$ cat config.mk
export PLATFORM = sky130hd
export DESIGN_NAME = obj_hcheck
export DESIGN_NICKNAME = d
export VERILOG_FILES = /design/src/obj_pkg.sv /design/src/obj_hcheck.sv
export SDC_FILE = /design/constraint.sdc
export NUM_CORES = 1
export LEC_CHECK = 0
export ABC_AREA = 0
export BUFFER_PORTS_ARGS = -buffer_cell sky130_fd_sc_hd__buf_2
export CORE_AREA = 2 2 39 41
export DETAILED_ROUTE_END_ITERATION = 16
export DIE_AREA = 0 0 41 43
export PLACE_DENSITY = 0.71
export RECOVER_POWER = 25
export SKIP_CTS_REPAIR_TIMING = 1
export SYNTH_ARGS = -nofsm -noshare
export SYNTH_HDL_FRONTEND = slang
export SYNTH_SLANG_ARGS = --single-unit
$ cat constraint.sdc
create_clock -name clk_cpu -period 2.1 [get_ports clk_cpu]
set_clock_uncertainty 0.15 [all_clocks]
set_input_delay 0.105 -clock clk_cpu [delete_from_list [all_inputs] [get_ports clk_cpu]]
set_output_delay 0.105 -clock clk_cpu [all_outputs]
set_load 0.01 [all_outputs]
$ cat src/obj_pkg.sv
// Sprite object table definitions
package obj_pkg;

    // Table geometry
    // Entry index bits per bank
    localparam int OBJ_AW      = 10;
    // Entries in one bank
    localparam int OBJ_ENTRIES = 1 << OBJ_AW;

    // Screen geometry
    // Position and line counter width
    localparam int POS_W    = 10;
    // Visible columns
    localparam int SCREEN_W = 384;
    // Tile edge in pixels
    localparam int TILE_PX  = 16;

    // Draw-list queue slots
    localparam int LIST_DEPTH = 4;

    // Upper attribute byte of the end entry
    localparam logic [7:0] END_TAG = 8'hFF;

    // Attribute word seen as sprite fields
    typedef struct packed {
        // Tiles tall minus one
        logic [3:0] vsize;
        // Tiles wide minus one
        logic [3:0] hsize;
        // Not decoded by the line scanner
        logic       rsv;
        logic       yflip;
        logic       xflip;
        // Palette select
        logic [4:0] pal;
    } obj_fields_t;

    // Attribute word seen as end marker
    typedef struct packed {
        // END_TAG here terminates the table
        logic [7:0] mark;
        logic [7:0] rest;
    } obj_tag_t;

    // Same 16 bits, two decodings
    typedef union packed {
        obj_fields_t fields;
        obj_tag_t    tag;
    } obj_attr_u;

endpackage

$ cat src/obj_hcheck.sv
// Sprite horizontal visibility checker
`timescale 1ns/100ps

module obj_hcheck
    import obj_pkg::*;
(
    input  logic             clk_cpu,
    input  logic             rst,
    input  logic             ent_valid,
    input  logic [15:0]      obj_x,
    input  logic [15:0]      obj_attr,
    output logic             h_vis,
    output logic [POS_W-1:0] ent_x
);

    obj_attr_u        attr;
    logic [POS_W-1:0] xpos;
    // Sprite width in pixels
    logic [POS_W:0]   span;
    // Right edge, carry bit set past column 1023
    logic [POS_W:0]   right_edge;
    logic             on_screen;
    logic             wraps;

    assign attr = obj_attr;
    assign xpos = obj_x[POS_W-1:0];
    assign span = (POS_W+1)'((attr.fields.hsize + 32'd1) * TILE_PX);

    assign right_edge = {1'b0, xpos} + span;
    assign on_screen  = xpos < POS_W'(SCREEN_W);
    // Left edge wrap, x >= 1024 - width
    assign wraps      = right_edge[POS_W];

    always_ff @(posedge clk_cpu) begin
        if (rst) begin
            h_vis <= 1'b0;
        end else begin
            h_vis <= ent_valid && (on_screen || wraps);
        end
    end

    // Same stage as the vertical results
    always_ff @(posedge clk_cpu) begin
        ent_x <= xpos;
    end

endmodule

==> results_dict.tcl <==
set metrics [dict create \
    crit_path_start_kind "primary input" \
    power.density_cell_area_mw_per_mm2 646 \
    floorplan.rows 14 \
    internal_power_uw 337 \
    number_of_antenna_violations_at_the_first_check_in_global_routing 0 \
    netlist_area_sq_um 373 \
    htree_levels 1 \
    critical-path-slowest-cell "dlygate4sd3_1" \
    setup.worst_path.start "obj_x[8]" \
    yosys_warnings 0 \
    clk_transition_reported_paths_ns 0.06 \
    place.port_buffers 27 \
    global_route_wire_length_before_repair_um 986 \
    cp_slowest_stage_delay_ns 0.53 \
    grt.total_usage_pct 8.64 \
    post_synth.cell_area_avg_sq_um 12.9 \
    drt_drc_violations_left 0 \
    combinational_family_with_the_most_area_after_synthesis "adder cells" \
    pwr-share-comb_pct 17.2 \
    drt_first_iter_violations 0 \
    timing.setup.critical_path_class "primary input to flop" \
    grt_start_max_net_pins 7 \
    dieArea_sq_mm 0.00176 \
    synth_xor_xnor_area_share_pct 4.70 \
    critical_path.endpoint "h_vis" \
    worst-endpoint-required_ns 2.12 \
    finalNetCount 113 \
    globalRouteOverflowTotal 0 \
    worst_ep_arrival_time_ns 1.58 \
    worst_hold_path_type "primary input to flop" \
    mostFrequentLayoutCell "buf_2" \
    most-common-layout-cells "buf_2 (26), dlygate4sd3_1 (12), dfxtp_1 (11)" \
    p_sw_uw 97.1 \
    final_period_minus_worst_setup_slack_ns 1.57 \
    timing.critical_path.cells "dlygate4sd3_1, buf_2, ha_1, and4_1, o21ai_1, a311oi_1" \
    status "complete, no violations" \
    viasPerCell 4.23 \
    detail_route.first_pass.iterations 1 \
    num_antenna_cells 0 \
    routed_wl_um 884 \
    clock_tree_buffer_depth 2 \
    setup_viol_count_final 0 \
    clock_tree_from_tritoncts "yes" \
    fraction_of_final_layout_cells_with_drive_strength_greater_than_1_pct 40.3 \
    maxCapViolCount 0 \
    timing_worst_slew_pin_value_ns 0.224 \
    synth.mux.area_fraction_pct 2.68 \
    placeableCoreArea_sq_mm 0.00138 \
    simple_gate_fraction_of_synth_area_pct 10.1 \
    synth_nets 69 \
    rsz0062_at_grt "no" \
    cp-end-kind "flop" \
    floorplan.initialDensity_pct 26.9 \
    final_max_slew_viol_count 0 \
    antenna_violating_nets_post_route 0 \
    power.share.clock_pct 31.7 \
    timing_hold_violations_final 0 \
    swShare_pct 22.3 \
    num_vias 372 \
    setup_tns_ns 0 \
    post-dp-hpwl_um 624 \
    proportion_of_synthesized_chip_area_in_sequential_cells_pct 59.1 \
    post_drt_wl_per_cell_um 10.0 \
    share_seq_of_total_power_pct 51.2 \
    worst_vdd_rail_ir_drop_mv 0.171 \
    number_of_global_route_vias_before_repair 268 \
    holdWs_ns 0.220 \
    hp-start "obj_attr[8]" \
    count_of_different_cell_masters_after_synthesis 14 \
    synth-adder-area-share_pct 16.8 \
    timing.slew.headroom_pct 84.9 \
    cts_inserted_buffers 3 \
    final_min_period_over_clock_period_pct 74.6 \
    numClockSinks 11 \
    area_growth_syn_to_layout_pct 80.5 \
    number_of_instances_in_the_synthesized_netlist 29 \
    crit_fanout 3 \
    die_width_um 41 \
    p_leak_uw 0.000351 \
    top_level_ports 46 \
    chipHeight_um 43 \
    synth_compound_area_share_pct 5.70 \
    maxClockFrequency_mhz 638 \
    ys_ff_latch 11 \
    place.gp.congestion 0.633 \
    clk_root_buffer_cell "clkbuf_4" \
]
## worst max-delay path, delay by kind of cell
| family | cells | cell delay (ns) |
|---|---|---|
| buf+inv | 2 | 0.67 |
| compound gates | 2 | 0.33 |
| fa+ha+maj | 1 | 0.29 |
| simple gates | 1 | 0.19 |
## worst min path at each step
stage	endpoint	slack (ns)	depth (start not counted)
2_1_floorplan	ent_x[0]	-0.02	0
3_3_place_gp	ent_x[1]	0.06	1
3_5_place_dp	ent_x[0]	0.06	1
4_1_cts	ent_x[0]	-0.21	1
5_1_grt	h_vis	0.26	4
6_report	h_vis	0.22	4
## per-stage QoR
| step | area [sq um] | power (uW) | setup slack, ns | util [%] | cells |
|---|---|---|---|---|---|
| 6_report | 673 | 435 | 0.533 | 48.6 | 88 |
| 5_1_grt | 673 | 463 | 0.460 | 48.6 | 88 |
| 4_1_cts | 554 | 421 | 0.670 | 40.1 | 76 |
| 3_5_place_dp | 528 | 285 | 0.395 | 38.2 | 72 |
| 3_3_place_gp | 528 | 282 | 0.482 | 38.2 | 72 |
| 2_1_floorplan | 373 | 252 | 0.662 | - | 29 |
## state kept, by name (all words and copies together), names as in the netlist
signal,count
h_vis,1
ent_x,10
## logic make-up (layout without fill, tap and decap cells)
kind of cell	Yosys count	in the layout
AO/OA/AOI/OAI	3	3
XOR/XNOR	2	2
adder cells (fa/ha/maj)	5	5
buffers and inverters	1	44
flip-flops	11	11
multiplexers	1	1
AND/OR/NAND/NOR	6	6
## Yosys cell counts (all sizes together)
cell    instances  area, sq um
and3            1         6.26
xnor2           1         8.76
nand3           2         10.0
xor2            1         8.76
o21ai           1         5.00
dfxtp          11          220
and3b           1         8.76
inv             1         3.75
a21o            1         7.51
and4            1         8.76
nand2           1         3.75
ha              5         62.6
mux2i           1         10.0
a311oi          1         8.76
## metal layers
layer  track usage (%)  vias to the layer above  share of wire (%)
met5                 0                        -                  0
li1                  -                      190                  -
met1              10.0                      156                 39
met3              1.57                        2                 12
met2              12.5                       24                 47
met4              8.00                        0                1.6
## area by class of cell
cell class	instances	area, sq um
tap	16	20.0
sequential	11	220
timing repair buffer	39	254
fill	130	711
multi-input combinational	17	149
inverter	1	3.75
clock buffer	4	26.3
## power groups by stage
stage          Sequential [uW]  Clock, uW  Combinational [uW]
6_report                   222        138                74.6
5_1_grt                    224        156                83.8
4_1_cts                    222        141                58.1
3_3_place_gp               226          0                55.6
2_1_floorplan              233          0                18.4
3_5_place_dp               227          0                57.9
(Power assumes the default switching activity.)
