### config.mk
export PLATFORM = sky130hd
export DESIGN_NAME = obj_vcheck
export DESIGN_NICKNAME = d
export VERILOG_FILES = /design/src/obj_pkg.sv /design/src/obj_vcheck.sv
export SDC_FILE = /design/constraint.sdc
export NUM_CORES = 1
export LEC_CHECK = 0
export BUFFER_PORTS_ARGS = -buffer_cell sky130_fd_sc_hd__buf_2
export CAP_MARGIN = 20
export CORE_UTILIZATION = 41
export CTS_CLUSTER_DIAMETER = 200
export DETAILED_ROUTE_END_ITERATION = 16
export PLACE_DENSITY = 0.78
export SYNTH_ARGS = -nofsm -noshare
export SYNTH_HDL_FRONTEND = slang
export SYNTH_SLANG_ARGS = --single-unit
### constraint.sdc
create_clock -name clk_cpu -period 3.1 [get_ports clk_cpu]
set_input_delay 0.155 -clock clk_cpu [delete_from_list [all_inputs] [get_ports clk_cpu]]
set_output_delay 0.155 -clock clk_cpu [all_outputs]
set_load 0.1 [all_outputs]
### src/obj_pkg.sv
// Sprite object table definitions
package obj_pkg;

    // Table geometry
    // Entry index bits per bank
    localparam int OBJ_AW      = 10;
    // Entries in one bank
    localparam int OBJ_ENTRIES = 1 << OBJ_AW;

    // Screen geometry
    // Position and line counter width
    localparam int POS_W    = 10;
    // Visible columns
    localparam int SCREEN_W = 384;
    // Tile edge in pixels
    localparam int TILE_PX  = 16;

    // Draw-list queue slots
    localparam int LIST_DEPTH = 4;

    // Upper attribute byte of the end entry
    localparam logic [7:0] END_TAG = 8'hFF;

    // Attribute word seen as sprite fields
    typedef struct packed {
        // Tiles tall minus one
        logic [3:0] vsize;
        // Tiles wide minus one
        logic [3:0] hsize;
        // Not decoded by the line scanner
        logic       rsv;
        logic       yflip;
        logic       xflip;
        // Palette select
        logic [4:0] pal;
    } obj_fields_t;

    // Attribute word seen as end marker
    typedef struct packed {
        // END_TAG here terminates the table
        logic [7:0] mark;
        logic [7:0] rest;
    } obj_tag_t;

    // Same 16 bits, two decodings
    typedef union packed {
        obj_fields_t fields;
        obj_tag_t    tag;
    } obj_attr_u;

endpackage

### src/obj_vcheck.sv
// Sprite vertical hit checker
`timescale 1ns/100ps

module obj_vcheck
    import obj_pkg::*;
(
    input  logic             clk_cpu,
    input  logic             rst,
    input  logic [POS_W-1:0] line,
    input  logic             ent_valid,
    input  logic [15:0]      obj_y,
    input  logic [15:0]      obj_attr,
    input  logic [15:0]      obj_code,
    output logic             v_valid,
    output logic             v_hit,
    output logic [3:0]       v_tile_row,
    output logic [3:0]       v_pix_row,
    output logic [15:0]      ent_code,
    output logic [3:0]       ent_hsize,
    output logic             ent_xflip,
    output logic [4:0]       ent_pal
);

    obj_attr_u        attr;
    logic [POS_W-1:0] offset;
    logic [POS_W-1:0] tile_idx;
    logic [3:0]       tile_row;
    logic [3:0]       pix_row;

    assign attr = obj_attr;

    // Line relative to sprite top, wraps past line 1023
    assign offset   = line - obj_y[POS_W-1:0];
    assign tile_idx = offset / POS_W'(TILE_PX);
    assign tile_row = tile_idx[3:0];
    assign pix_row  = 4'(offset % POS_W'(TILE_PX));

    always_ff @(posedge clk_cpu) begin
        if (rst) begin
            v_valid <= 1'b0;
        end else begin
            v_valid <= ent_valid;
        end
    end

    // Results and passed-on fields, in step with v_valid
    always_ff @(posedge clk_cpu) begin
        // Inside the sprite when offset < (vsize+1) tiles
        v_hit <= tile_idx <= POS_W'(attr.fields.vsize);
        // Flip mirrors both the tile and the pixel row
        if (attr.fields.yflip) begin
            v_tile_row <= attr.fields.vsize - tile_row;
            v_pix_row  <= pix_row ^ 4'hF;
        end else begin
            v_tile_row <= tile_row;
            v_pix_row  <= pix_row;
        end
        ent_code  <= obj_code;
        ent_hsize <= attr.fields.hsize;
        ent_xflip <= attr.fields.xflip;
        ent_pal   <= attr.fields.pal;
    end

endmodule

==> reports/metrics.csv <==
metric,value,unit
outcome,"finished, final reports clean",
"Seq/Total Area, Yosys",0.481,
H-tree levels,2,
simple-gate portion of the synthesized area,0.0969,
initial DRC count,57,
FMAX,0.387,GHz
post-synth top area cell,dfxtp_1,
largest family of logic cells by synthesized area,adder cells,
DP HPWL,2560,um
max-cap violations,0,
CP Capture Type,register,
"Area growth, synth to finish",55.5,%
CTS clock-pin slew for the worst setup and hold paths,0.09,ns
Hold WC Path Type,input pin to register,
fraction of synthesized cell area in xor and xnor cells,0.0819,
clock tree buffer depth,2,
Finished Layout Cells,313,
Initial Util,0.438,
mux cell area share after synthesis,0.0217,
# port buffers,89,
Compound-Gate Fraction of Synth Area,0.119,
post-CTS setup buffers,0,
TritonCTS clock tree,built,
ys flop type,dfxtp_1,
"Arr. time, crit path",2.81,ns
Die Ht,62.4,um
Post-Place Cell Area,0.00199,sq mm
GRT Overall Usage,0.201,
mean routed wirelength per cell,12.1,um
Mapped Cells,146,
post-CTS resize count,0,
Seq cells post-synth,36,
grt total ovfl,0,
top post-synthesis cells by area,"dfxtp_1, ha_1, xnor2_1, inv_1, a21oi_1",
GPL Wtd Cong,0.779,
routed vias/inst,4.60,
CP max-delay cell,fa_1,
DRC Markers,0,
first-pass GRT wire length,6020,um
DR vias,1441,
Leakage,1.19,nW
RSZ-0062 raised after global routing,no,
startpoint types,input pin,
# hold bufs at CTS,27,
relative slew slack,0.660,
Top Ports,97,
fin crit share,0.834,
Tightest Pin Transition,0.513,ns
largest net degree at the start of global routing,11,
Antenna Nets Post-Route,0,
area of the die,0.00390,sq mm
maximum vdd drop,0.268,mV
mean post-synth cell area,10.3,sq um
Setup TNS Final,0,ns
Worst Path Max Fanout,5,
placed cells,279,
pwr/cell area,644,mW/mm^2
crit-path cells,buf_2 -> inv_1 -> ha_1 -> inv_1 -> fa_1 -> a21oi_1 -> o211ai_1 -> a21oi_1 -> xnor2_1 -> ha_1 -> nand2_1 -> nor2_1 -> a211oi_2 -> o21ai_0 -> a221o_1,
antenna diode count,0,
min Tclk post-route,2.59,ns
final wirelength,3780,um
Post-Syn Nets,224,
CP max stage delay,0.40,ns
core area,0.00342,sq mm
Crit Path Class,input pin to register,
DRT Pass-1 Iters,4,
WP data required,3.32,ns
Slew Limit Fails,0,
mapped cell area,0.00150,sq mm
yosys warns,0,
fillcell total,285,
Yosys cell types,34,
Die X,62.4,um
row cnt,21,
CTS buffer count,5,
Nets,345,
initial antenna violation count,0,
layout cells sized above 1,0.378,
Synth top area share,0.481,
# setup viols final,0,
asr flop ratio synth,0,
endpoints failing hold,0,
"EDFF count, synth",0,
adder-cell share of the synthesized area,0.147,
final core utilization,0.682,
vias in the first global route,1347,
clock tree root buffer cell,clkbuf_4,
# clock sinks,36,
design area,0.00233,sq mm
-- through the flow --
step	power (W)	setup slack (ns)	hold slack (ns)
final	0.00150	0.514	0.108
after global routing	0.00158	0.305	0.0839
after CTS	0.00151	0.530	0.0483
after detailed placement	0.00122	0.182	0.259
after global placement	0.00121	0.215	0.258
after floorplan	0.00110	0.515	0.183
-- per-layer routing --
metal / global-route usage / vias to the layer above / part of all wire
met4: 0.0610 / 0 / 0.011
met2: 0.367 / 72 / 0.49
met3: 0.0675 / 6 / 0.079
met1: 0.217 / 631 / 0.42
li1: - / 732 / -
met5: 0 / - / 0
-- state kept, by name (all words and copies together), names as in the netlist --
name / flops
ent_hsize: 4
ent_xflip: 1
ent_pal: 5
v_valid: 1
v_tile_row: 4
v_hit: 1
ent_code: 16
v_pix_row: 4
-- layout make-up --
cell class	instances	area, sq um	area share
clock buffers	7	65.1	0.0279
inverters	19	71.3	0.0306
multi-input cells	89	698	0.300
flip-flops and latches	36	721	0.310
well taps	46	57.6	0.0247
repair buffers	116	716	0.307
-- path summary, 6_finish.rpt --
check             to  slack, ns      start  cells after the start
max    v_tile_row[3]       0.51    line[0]                     15
min          v_valid       0.11  ent_valid                      2
-- cells in the mapped netlist (2+ instances only) --
library cell	instances
a21oi_1	8
o21ai_0	3
a211oi_2	2
a31oi_1	2
nand3_1	2
a21o_1	2
ha_1	16
o211ai_1	2
nand2_1	8
nor3_1	2
xor2_1	2
mux2_2	2
xnor2_1	12
clkbuf_1	2
o22ai_1	2
inv_1	19
nor2_1	8
dfxtp_1	36
-- cells in the final DEF, fill, tap and decap left out, drive strengths merged, types with 2 or more instances in the layout --
| cell type | instances |
|---|---|
| clkbuf | 7 |
| xnor2 | 12 |
| o211ai | 2 |
| nor2 | 8 |
| a211oi | 3 |
| a21o | 2 |
| nand2 | 8 |
| o21ai | 4 |
| inv | 19 |
| buf | 89 |
| dlygate4sd3 | 27 |
| o22ai | 2 |
| nor3 | 2 |
| a31oi | 2 |
| a21oi | 8 |
| mux2 | 2 |
| dfxtp | 36 |
| ha | 16 |
| xor2 | 2 |
| nand3 | 2 |
-- power breakdown --
part	switching (W)	leakage [nW]	internal, W
logic	0.000528	0.850	0.000180
clock network	0.000137	0.0374	0.000129
registers	0.0000121	0.304	0.000514
-- critical path: cells and delay by family --
kind / cells / cell delay (ns)
AO/OA/AOI/OAI: 6 / 1.19
XOR/XNOR: 1 / 0.19
adder cells (fa/ha/maj): 3 / 0.89
buffers and inverters: 3 / 0.20
AND/OR/NAND/NOR: 2 / 0.18
-- kinds of logic after synthesis --
| family | count (synthesis) |
|---|---|
| simple gates | 29 |
| fa+ha+maj | 17 |
| xor+xnor | 14 |
| compound gates | 26 |
| flops | 36 |
| buf+inv | 21 |
| mux | 3 |
No activity file was read; power rests on OpenSTA's default activity.
