## config.mk

```make
export PLATFORM = sky130hd
export DESIGN_NAME = obj_scan_ctrl
export DESIGN_NICKNAME = d
export VERILOG_FILES = /design/src/obj_pkg.sv /design/src/obj_scan_ctrl.sv
export SDC_FILE = /design/constraint.sdc
export NUM_CORES = 1
export LEC_CHECK = 0
export CAP_MARGIN = 5
export CORE_MARGIN = 10
export CORE_UTILIZATION = 55
export CTS_CLUSTER_SIZE = 28
export DETAILED_ROUTE_END_ITERATION = 10
export DONT_BUFFER_PORTS = 1
export GPL_TIMING_DRIVEN = 1
export PLACE_DENSITY = 0.72
export SLEW_MARGIN = 20
export SYNTH_ARGS = -nofsm -noshare
export SYNTH_HDL_FRONTEND = slang
export SYNTH_SLANG_ARGS = --single-unit
```

## constraint.sdc

```tcl
create_clock -name clk_cpu -period 3.65 [get_ports clk_cpu]
set_input_delay 0.365 -clock clk_cpu [delete_from_list [all_inputs] [get_ports clk_cpu]]
set_output_delay 0.365 -clock clk_cpu [all_outputs]
set_load 0.01 [all_outputs]
```

## src/obj_pkg.sv

```systemverilog
// Sprite object table definitions
package obj_pkg;

    // Table geometry
    // Entry index bits per bank
    localparam int OBJ_AW      = 10;
    // Entries in one bank
    localparam int OBJ_ENTRIES = 1 << OBJ_AW;

    // Screen geometry
    // Position and line counter width
    localparam int POS_W    = 10;
    // Visible columns
    localparam int SCREEN_W = 384;
    // Tile edge in pixels
    localparam int TILE_PX  = 16;

    // Draw-list queue slots
    localparam int LIST_DEPTH = 4;

    // Upper attribute byte of the end entry
    localparam logic [7:0] END_TAG = 8'hFF;

    // Attribute word seen as sprite fields
    typedef struct packed {
        // Tiles tall minus one
        logic [3:0] vsize;
        // Tiles wide minus one
        logic [3:0] hsize;
        // Not decoded by the line scanner
        logic       rsv;
        logic       yflip;
        logic       xflip;
        // Palette select
        logic [4:0] pal;
    } obj_fields_t;

    // Attribute word seen as end marker
    typedef struct packed {
        // END_TAG here terminates the table
        logic [7:0] mark;
        logic [7:0] rest;
    } obj_tag_t;

    // Same 16 bits, two decodings
    typedef union packed {
        obj_fields_t fields;
        obj_tag_t    tag;
    } obj_attr_u;

endpackage

```

## src/obj_scan_ctrl.sv

```systemverilog
// Object table line scan controller
`timescale 1ns/100ps

module obj_scan_ctrl
    import obj_pkg::*;
(
    input  logic              clk_cpu,
    input  logic              rst,
    input  logic              line_start,
    input  logic [15:0]       obj_attr,
    input  logic [2:0]        list_space,
    input  logic              pipe_busy,
    output logic [OBJ_AW-1:0] obj_addr,
    output logic              ent_valid,
    output logic              scan_done
);

    obj_attr_u  attr;
    // Walking the table for this line
    logic       scanning;
    // Read stages: address, data, checker
    logic       rd_issue;
    logic       rd_data;
    logic       rd_check;
    // End marker already seen
    logic       ended;
    // Waiting for the pipe to empty
    logic       done_pend;
    logic       is_mark;
    logic       mark_hit;
    logic       last_addr;
    logic [2:0] in_flight;
    logic       can_issue;

    assign attr = obj_attr;

    // End marker decode through the tag view
    assign is_mark  = attr.tag.mark == END_TAG;
    assign mark_hit = rd_data && !ended && is_mark;
    // Real entries only, nothing past the marker
    assign ent_valid = rd_data && !ended && !is_mark;

    assign last_addr = rd_issue && obj_addr == OBJ_AW'(OBJ_ENTRIES - 1);

    // Reads that may still push into the queue
    assign in_flight = {2'b00, rd_issue} + {2'b00, rd_data} + {2'b00, rd_check};
    assign can_issue = in_flight < list_space;

    always_ff @(posedge clk_cpu) begin
        if (rst) begin
            scanning  <= 1'b0;
            rd_issue  <= 1'b0;
            rd_data   <= 1'b0;
            rd_check  <= 1'b0;
            ended     <= 1'b0;
            done_pend <= 1'b0;
            scan_done <= 1'b0;
            obj_addr  <= '0;
        end else begin
            rd_data   <= rd_issue;
            rd_check  <= rd_data;
            scan_done <= 1'b0;
            if (line_start) begin
                // Restart from entry 0 on the next cycle
                scanning  <= 1'b1;
                ended     <= 1'b0;
                done_pend <= 1'b0;
                obj_addr  <= '0;
                rd_issue  <= can_issue;
            end else begin
                // Advance only after an actual read
                if (rd_issue) begin
                    obj_addr <= obj_addr + 1'b1;
                end
                if (mark_hit) begin
                    ended <= 1'b1;
                end
                // Stop at the marker or the last entry
                if (scanning && (last_addr || mark_hit)) begin
                    scanning  <= 1'b0;
                    done_pend <= 1'b1;
                end
                // Stall while the queue cannot take more
                rd_issue <= scanning && !last_addr && !mark_hit && can_issue;
                // Single pulse once everything has drained
                if (done_pend && !rd_issue && !rd_data && !pipe_busy) begin
                    scan_done <= 1'b1;
                    done_pend <= 1'b0;
                end
            end
        end
    end

endmodule

```

==> PnR_summary.wiki <==
{| class="wikitable"
! Metric !! Value
|-
| Outcome || finished, final reports clean
|-
| Average cell area after synthesis || 8.93 sq um
|-
| Share of Yosys cell area claimed by the top area cell type || 43.8%
|-
| Initial Util || 59.0%
|-
| Antenna violations before repair || 0
|-
| Post-route cell area || 807 sq um
|-
| Global-route wire length before repair || 2550 um
|-
| Arrival time worst endpoint || 1.94 ns
|-
| Hold buffers post-CTS || 0
|-
| Final period demand of the worst path || 1.72 ns
|-
| Worst path top cell family by delay || adder cells
|-
| Total vias in the final route || 584
|-
| Largest net degree at the start of global routing || 13
|-
| First-pass detailed-route iteration total || 3
|-
| Initial DRC count || 9
|-
| Peak supply drop || 0.186 mV
|-
| Number of buffer cells added on primary ports || 0
|-
| R2R cell count || 7
|-
| Tot GR Track Use || 9.25%
|-
| Worst hold endpoint || rd_issue
|-
| Achievable clock frequency || 0.581 GHz
|-
| Clock-pin slew on the worst setup and hold paths || 0.10 ns
|-
| Critical-path top delay cell || sky130_fd_sc_hd__dfxtp_1
|-
| Floorplan die area || 3320 sq um
|-
| Number of library cell types mapped by synthesis || 28
|-
| Areal power density over the cells || 388 nW/um^2
|-
| I/O pins || 35
|-
| Worst Slack Setup Final || 1.93 ns
|-
| Residual antenna-violating net count after detailed routing || 0
|-
| Detailed-route wire length || 1460 um
|-
| Setup violations, final || 0
|-
| Most frequently used cell type in the post-synthesis netlist || sky130_fd_sc_hd__dfxtp_1
|-
| Area contributors post-synth || sky130_fd_sc_hd__dfxtp_1 (44%), sky130_fd_sc_hd__nor2_1 (7.7%), sky130_fd_sc_hd__xor2_1 (5.6%), sky130_fd_sc_hd__inv_1 (3.4%), sky130_fd_sc_hd__ha_1 (3.2%)
|-
| Worst-path fanout max || 7
|-
| Buffers & Inverters on Critical Path || 2
|-
| Number of synthesized register bits || 17
|-
| Final cycle utilization of the critical path || 47.2%
|-
| Die Wd || 57.6 um
|-
| Leakage power total || 0.326 nW
|-
| Number of global-route vias before repair || 561
|-
| Count of flip-flops with a built-in enable after synthesis || 0
|-
| Total half-perimeter wirelength after legalization and detailed placement || 1150 um
|-
| Worst Hold Class || in -> reg
|-
| Number of pins exceeding their max-slew limit in the final report || 0
|-
| Worst reg2reg startpoint || rd_issue
|-
| Routed vias/inst || 5.62
|-
| TNS Setup || 0 ns
|-
| Net Sw Power || 0.0000737 W
|-
| Area growth from synthesis to layout || 3.86%
|-
| Worst hold slack || 0.122 ns
|-
| Unrepaired setup endpoints after global routing || false
|-
| Data required, critical path || 3.87 ns
|-
| Register share of total power || 62.0%
|-
| Post-route DRC || 0
|-
| Count of yosys warnings during synthesis || 0
|-
| CTS Buffer Depth || 2
|-
| Final hold violations || 0
|-
| Core footprint || 1320 sq um
|-
| Max stage delay on crit path || 0.52 ns
|-
| Ratio of cells with drive above 1 in the final layout || 10.1%
|-
| Weighted congestion at the end of routability-driven global placement || 0.687
|-
| Syn_nets || 113
|-
| Setup slack of the most critical reg-to-reg path || 1.93 ns
|-
| Portion of total power attributed to the clock network || 32.4%
|-
| Crit Path Class || reg -> reg
|-
| # fillers || 119
|-
| Max-cap check violation count || 0
|-
| CP Launch Type || flip-flop
|-
| Most common flop cell mapped by yosys || sky130_fd_sc_hd__dfxtp_1
|-
| CTS tree || done
|-
| H-tree depth || 1
|-
| Die height || 57.6 um
|-
| Post-Place Worst Slack || 1.94 ns
|-
| Post-CTS setup-driven buffer insertion count || 0
|-
| Post-Route Skew || 0.000472 ns
|-
| Final #Nets || 116
|-
| FF-to-FF End || rd_issue
|-
| Number of buffers inserted during clock tree synthesis || 3
|-
| Post-Syn Instances || 87
|-
| Post-Synthesis Cell Area || 777 sq um
|-
| Kind of capture point of the worst setup path || flip-flop
|-
| Instance area at placement || 781 sq um
|-
| Dominant cell type by area after synthesis || sky130_fd_sc_hd__dfxtp_1
|-
| Logic gate share of total power || 5.6%
|-
| Net switching fraction of the power || 23.6%
|-
| Cell count after placement || 100
|-
| Timing startpoint of the critical path || rd_issue
|-
| Worst Hold Path Cells || 1
|-
| Cell at the root of the clock tree || sky130_fd_sc_hd__clkbuf_4
|-
| Post-cts gate resize count || 0
|-
| Number of rows in the core area || 13
|-
| Overflow left after global routing || 0
|-
| Internal power of the cells || 0.000239 W
|-
| Antenna diode instance count || 0
|-
| Max_slew headroom || 72.1%
|-
| Ordered list of cells on the worst path || inv_2 -> fa_1 -> inv_1 -> ha_1 -> a21oi_1 -> nor2_1 -> a211oi_2
|-
| Share of synthesized area occupied by flip-flops and latches || 43.8%
|-
| Hold wc startpoint || rst
|-
| Synth cell count leaders || sky130_fd_sc_hd__dfxtp_1 (17), sky130_fd_sc_hd__nor2_1 (16), sky130_fd_sc_hd__inv_1 (7)
|-
| Worst slew pin tran || 0.419 ns
|-
| Fraction of synthesis flops using an asynchronous set or reset pin || 0%
|-
| Mean routed wirelength per cell || 14.0 um
|-
| TritonCTS Sinks || 17
|-
| Later-pin clock latency in the skew report || 0.29 ns
|-
| Number of logic stages on the critical path including buffering || 7
|-
| Count of placed standard cells in the final layout, fillers left out || 104
|}
## worst reg2reg max path, cell delays in order, from the launching register on
cell	delay [ns]
sky130_fd_sc_hd__dfxtp_1	0.52
sky130_fd_sc_hd__inv_2	0.09
sky130_fd_sc_hd__fa_1	0.41
sky130_fd_sc_hd__inv_1	0.06
sky130_fd_sc_hd__ha_1	0.22
sky130_fd_sc_hd__a21oi_1	0.12
sky130_fd_sc_hd__nor2_1	0.06
sky130_fd_sc_hd__a211oi_2	0.17
## worst max path at each step
stage	to	slack, ns
2_1_floorplan	rd_issue	2.11
5_1_grt	rd_issue	1.77
3_5_place_dp	rd_issue	1.94
3_3_place_gp	rd_issue	1.96
4_1_cts	rd_issue	1.91
6_report	rd_issue	1.93
## routing by layer
metal / global-route usage (%) / wire length (um) / vias to the layer above
met4: 5.03 / 37 / 0
li1: - / - / 295
met1: 10.7 / 625 / 263
met2: 14.0 / 633 / 21
met3: 3.98 / 164 / 5
met5: 0 / 0 / -
## sequential cells by signal (all words and copies together), names as in the netlist
| name | cells |
|---|---|
| done_pend | 1 |
| ended | 1 |
| obj_addr | 10 |
| rd_check | 1 |
| rd_data | 1 |
| rd_issue | 1 |
| scan_done | 1 |
| scanning | 1 |
## layout make-up
type	count	area, sq um	share of cell area (%)
Tap cell	15	18.8	2.33
Multi-Input combinational cell	60	392	48.5
Inverter	8	30.0	3.72
Clock buffer	4	26.3	3.26
Sequential cell	17	340	42.2
## power groups by stage
stage,combinational (W),sequential (W),clock [W]
floorplan,0.0000192,0.000195,0
global placement,0.0000173,0.000198,0
detailed placement,0.0000178,0.000198,0
CTS,0.0000180,0.000194,0.000103
global route,0.0000210,0.000195,0.000109
finish,0.0000175,0.000194,0.000101
## per-stage QoR
stage	utilization [%]	total power (W)
final	61.3	0.000313
after CTS	61.3	0.000315
after detailed placement	59.3	0.000216
after floorplan	-	0.000215
after global placement	59.3	0.000215
after global routing	61.3	0.000325
## cells in the final DEF (no fill, tap or decap), drive strengths merged
| cell | n |
|---|---|
| nor2 | 17 |
| ha | 2 |
| or3 | 2 |
| clkbuf | 4 |
| xor2 | 5 |
| a311o | 1 |
| xnor2 | 2 |
| a21oi | 4 |
| and3 | 3 |
| dfxtp | 17 |
| mux2i | 1 |
| nand4 | 6 |
| fa | 1 |
| a211oi | 1 |
| nand2 | 5 |
| o21ai | 2 |
| or2 | 1 |
| nand2b | 1 |
| a41o | 1 |
| nor3 | 4 |
| inv | 8 |
| a31o | 1 |
## logic make-up after synthesis
group                    after synthesis  synth area share, %
AO/OA/AOI/OAI                         10                 9.18
AND/OR/NAND/NOR                       39                 26.2
multiplexers                           1                 1.29
XOR/XNOR                               7                 7.89
flip-flops                            17                 43.8
adder cells (fa/ha/maj)                3                 5.80
buffers and inverters                 10                 5.80
No activity file was read; power rests on OpenSTA's default activity.
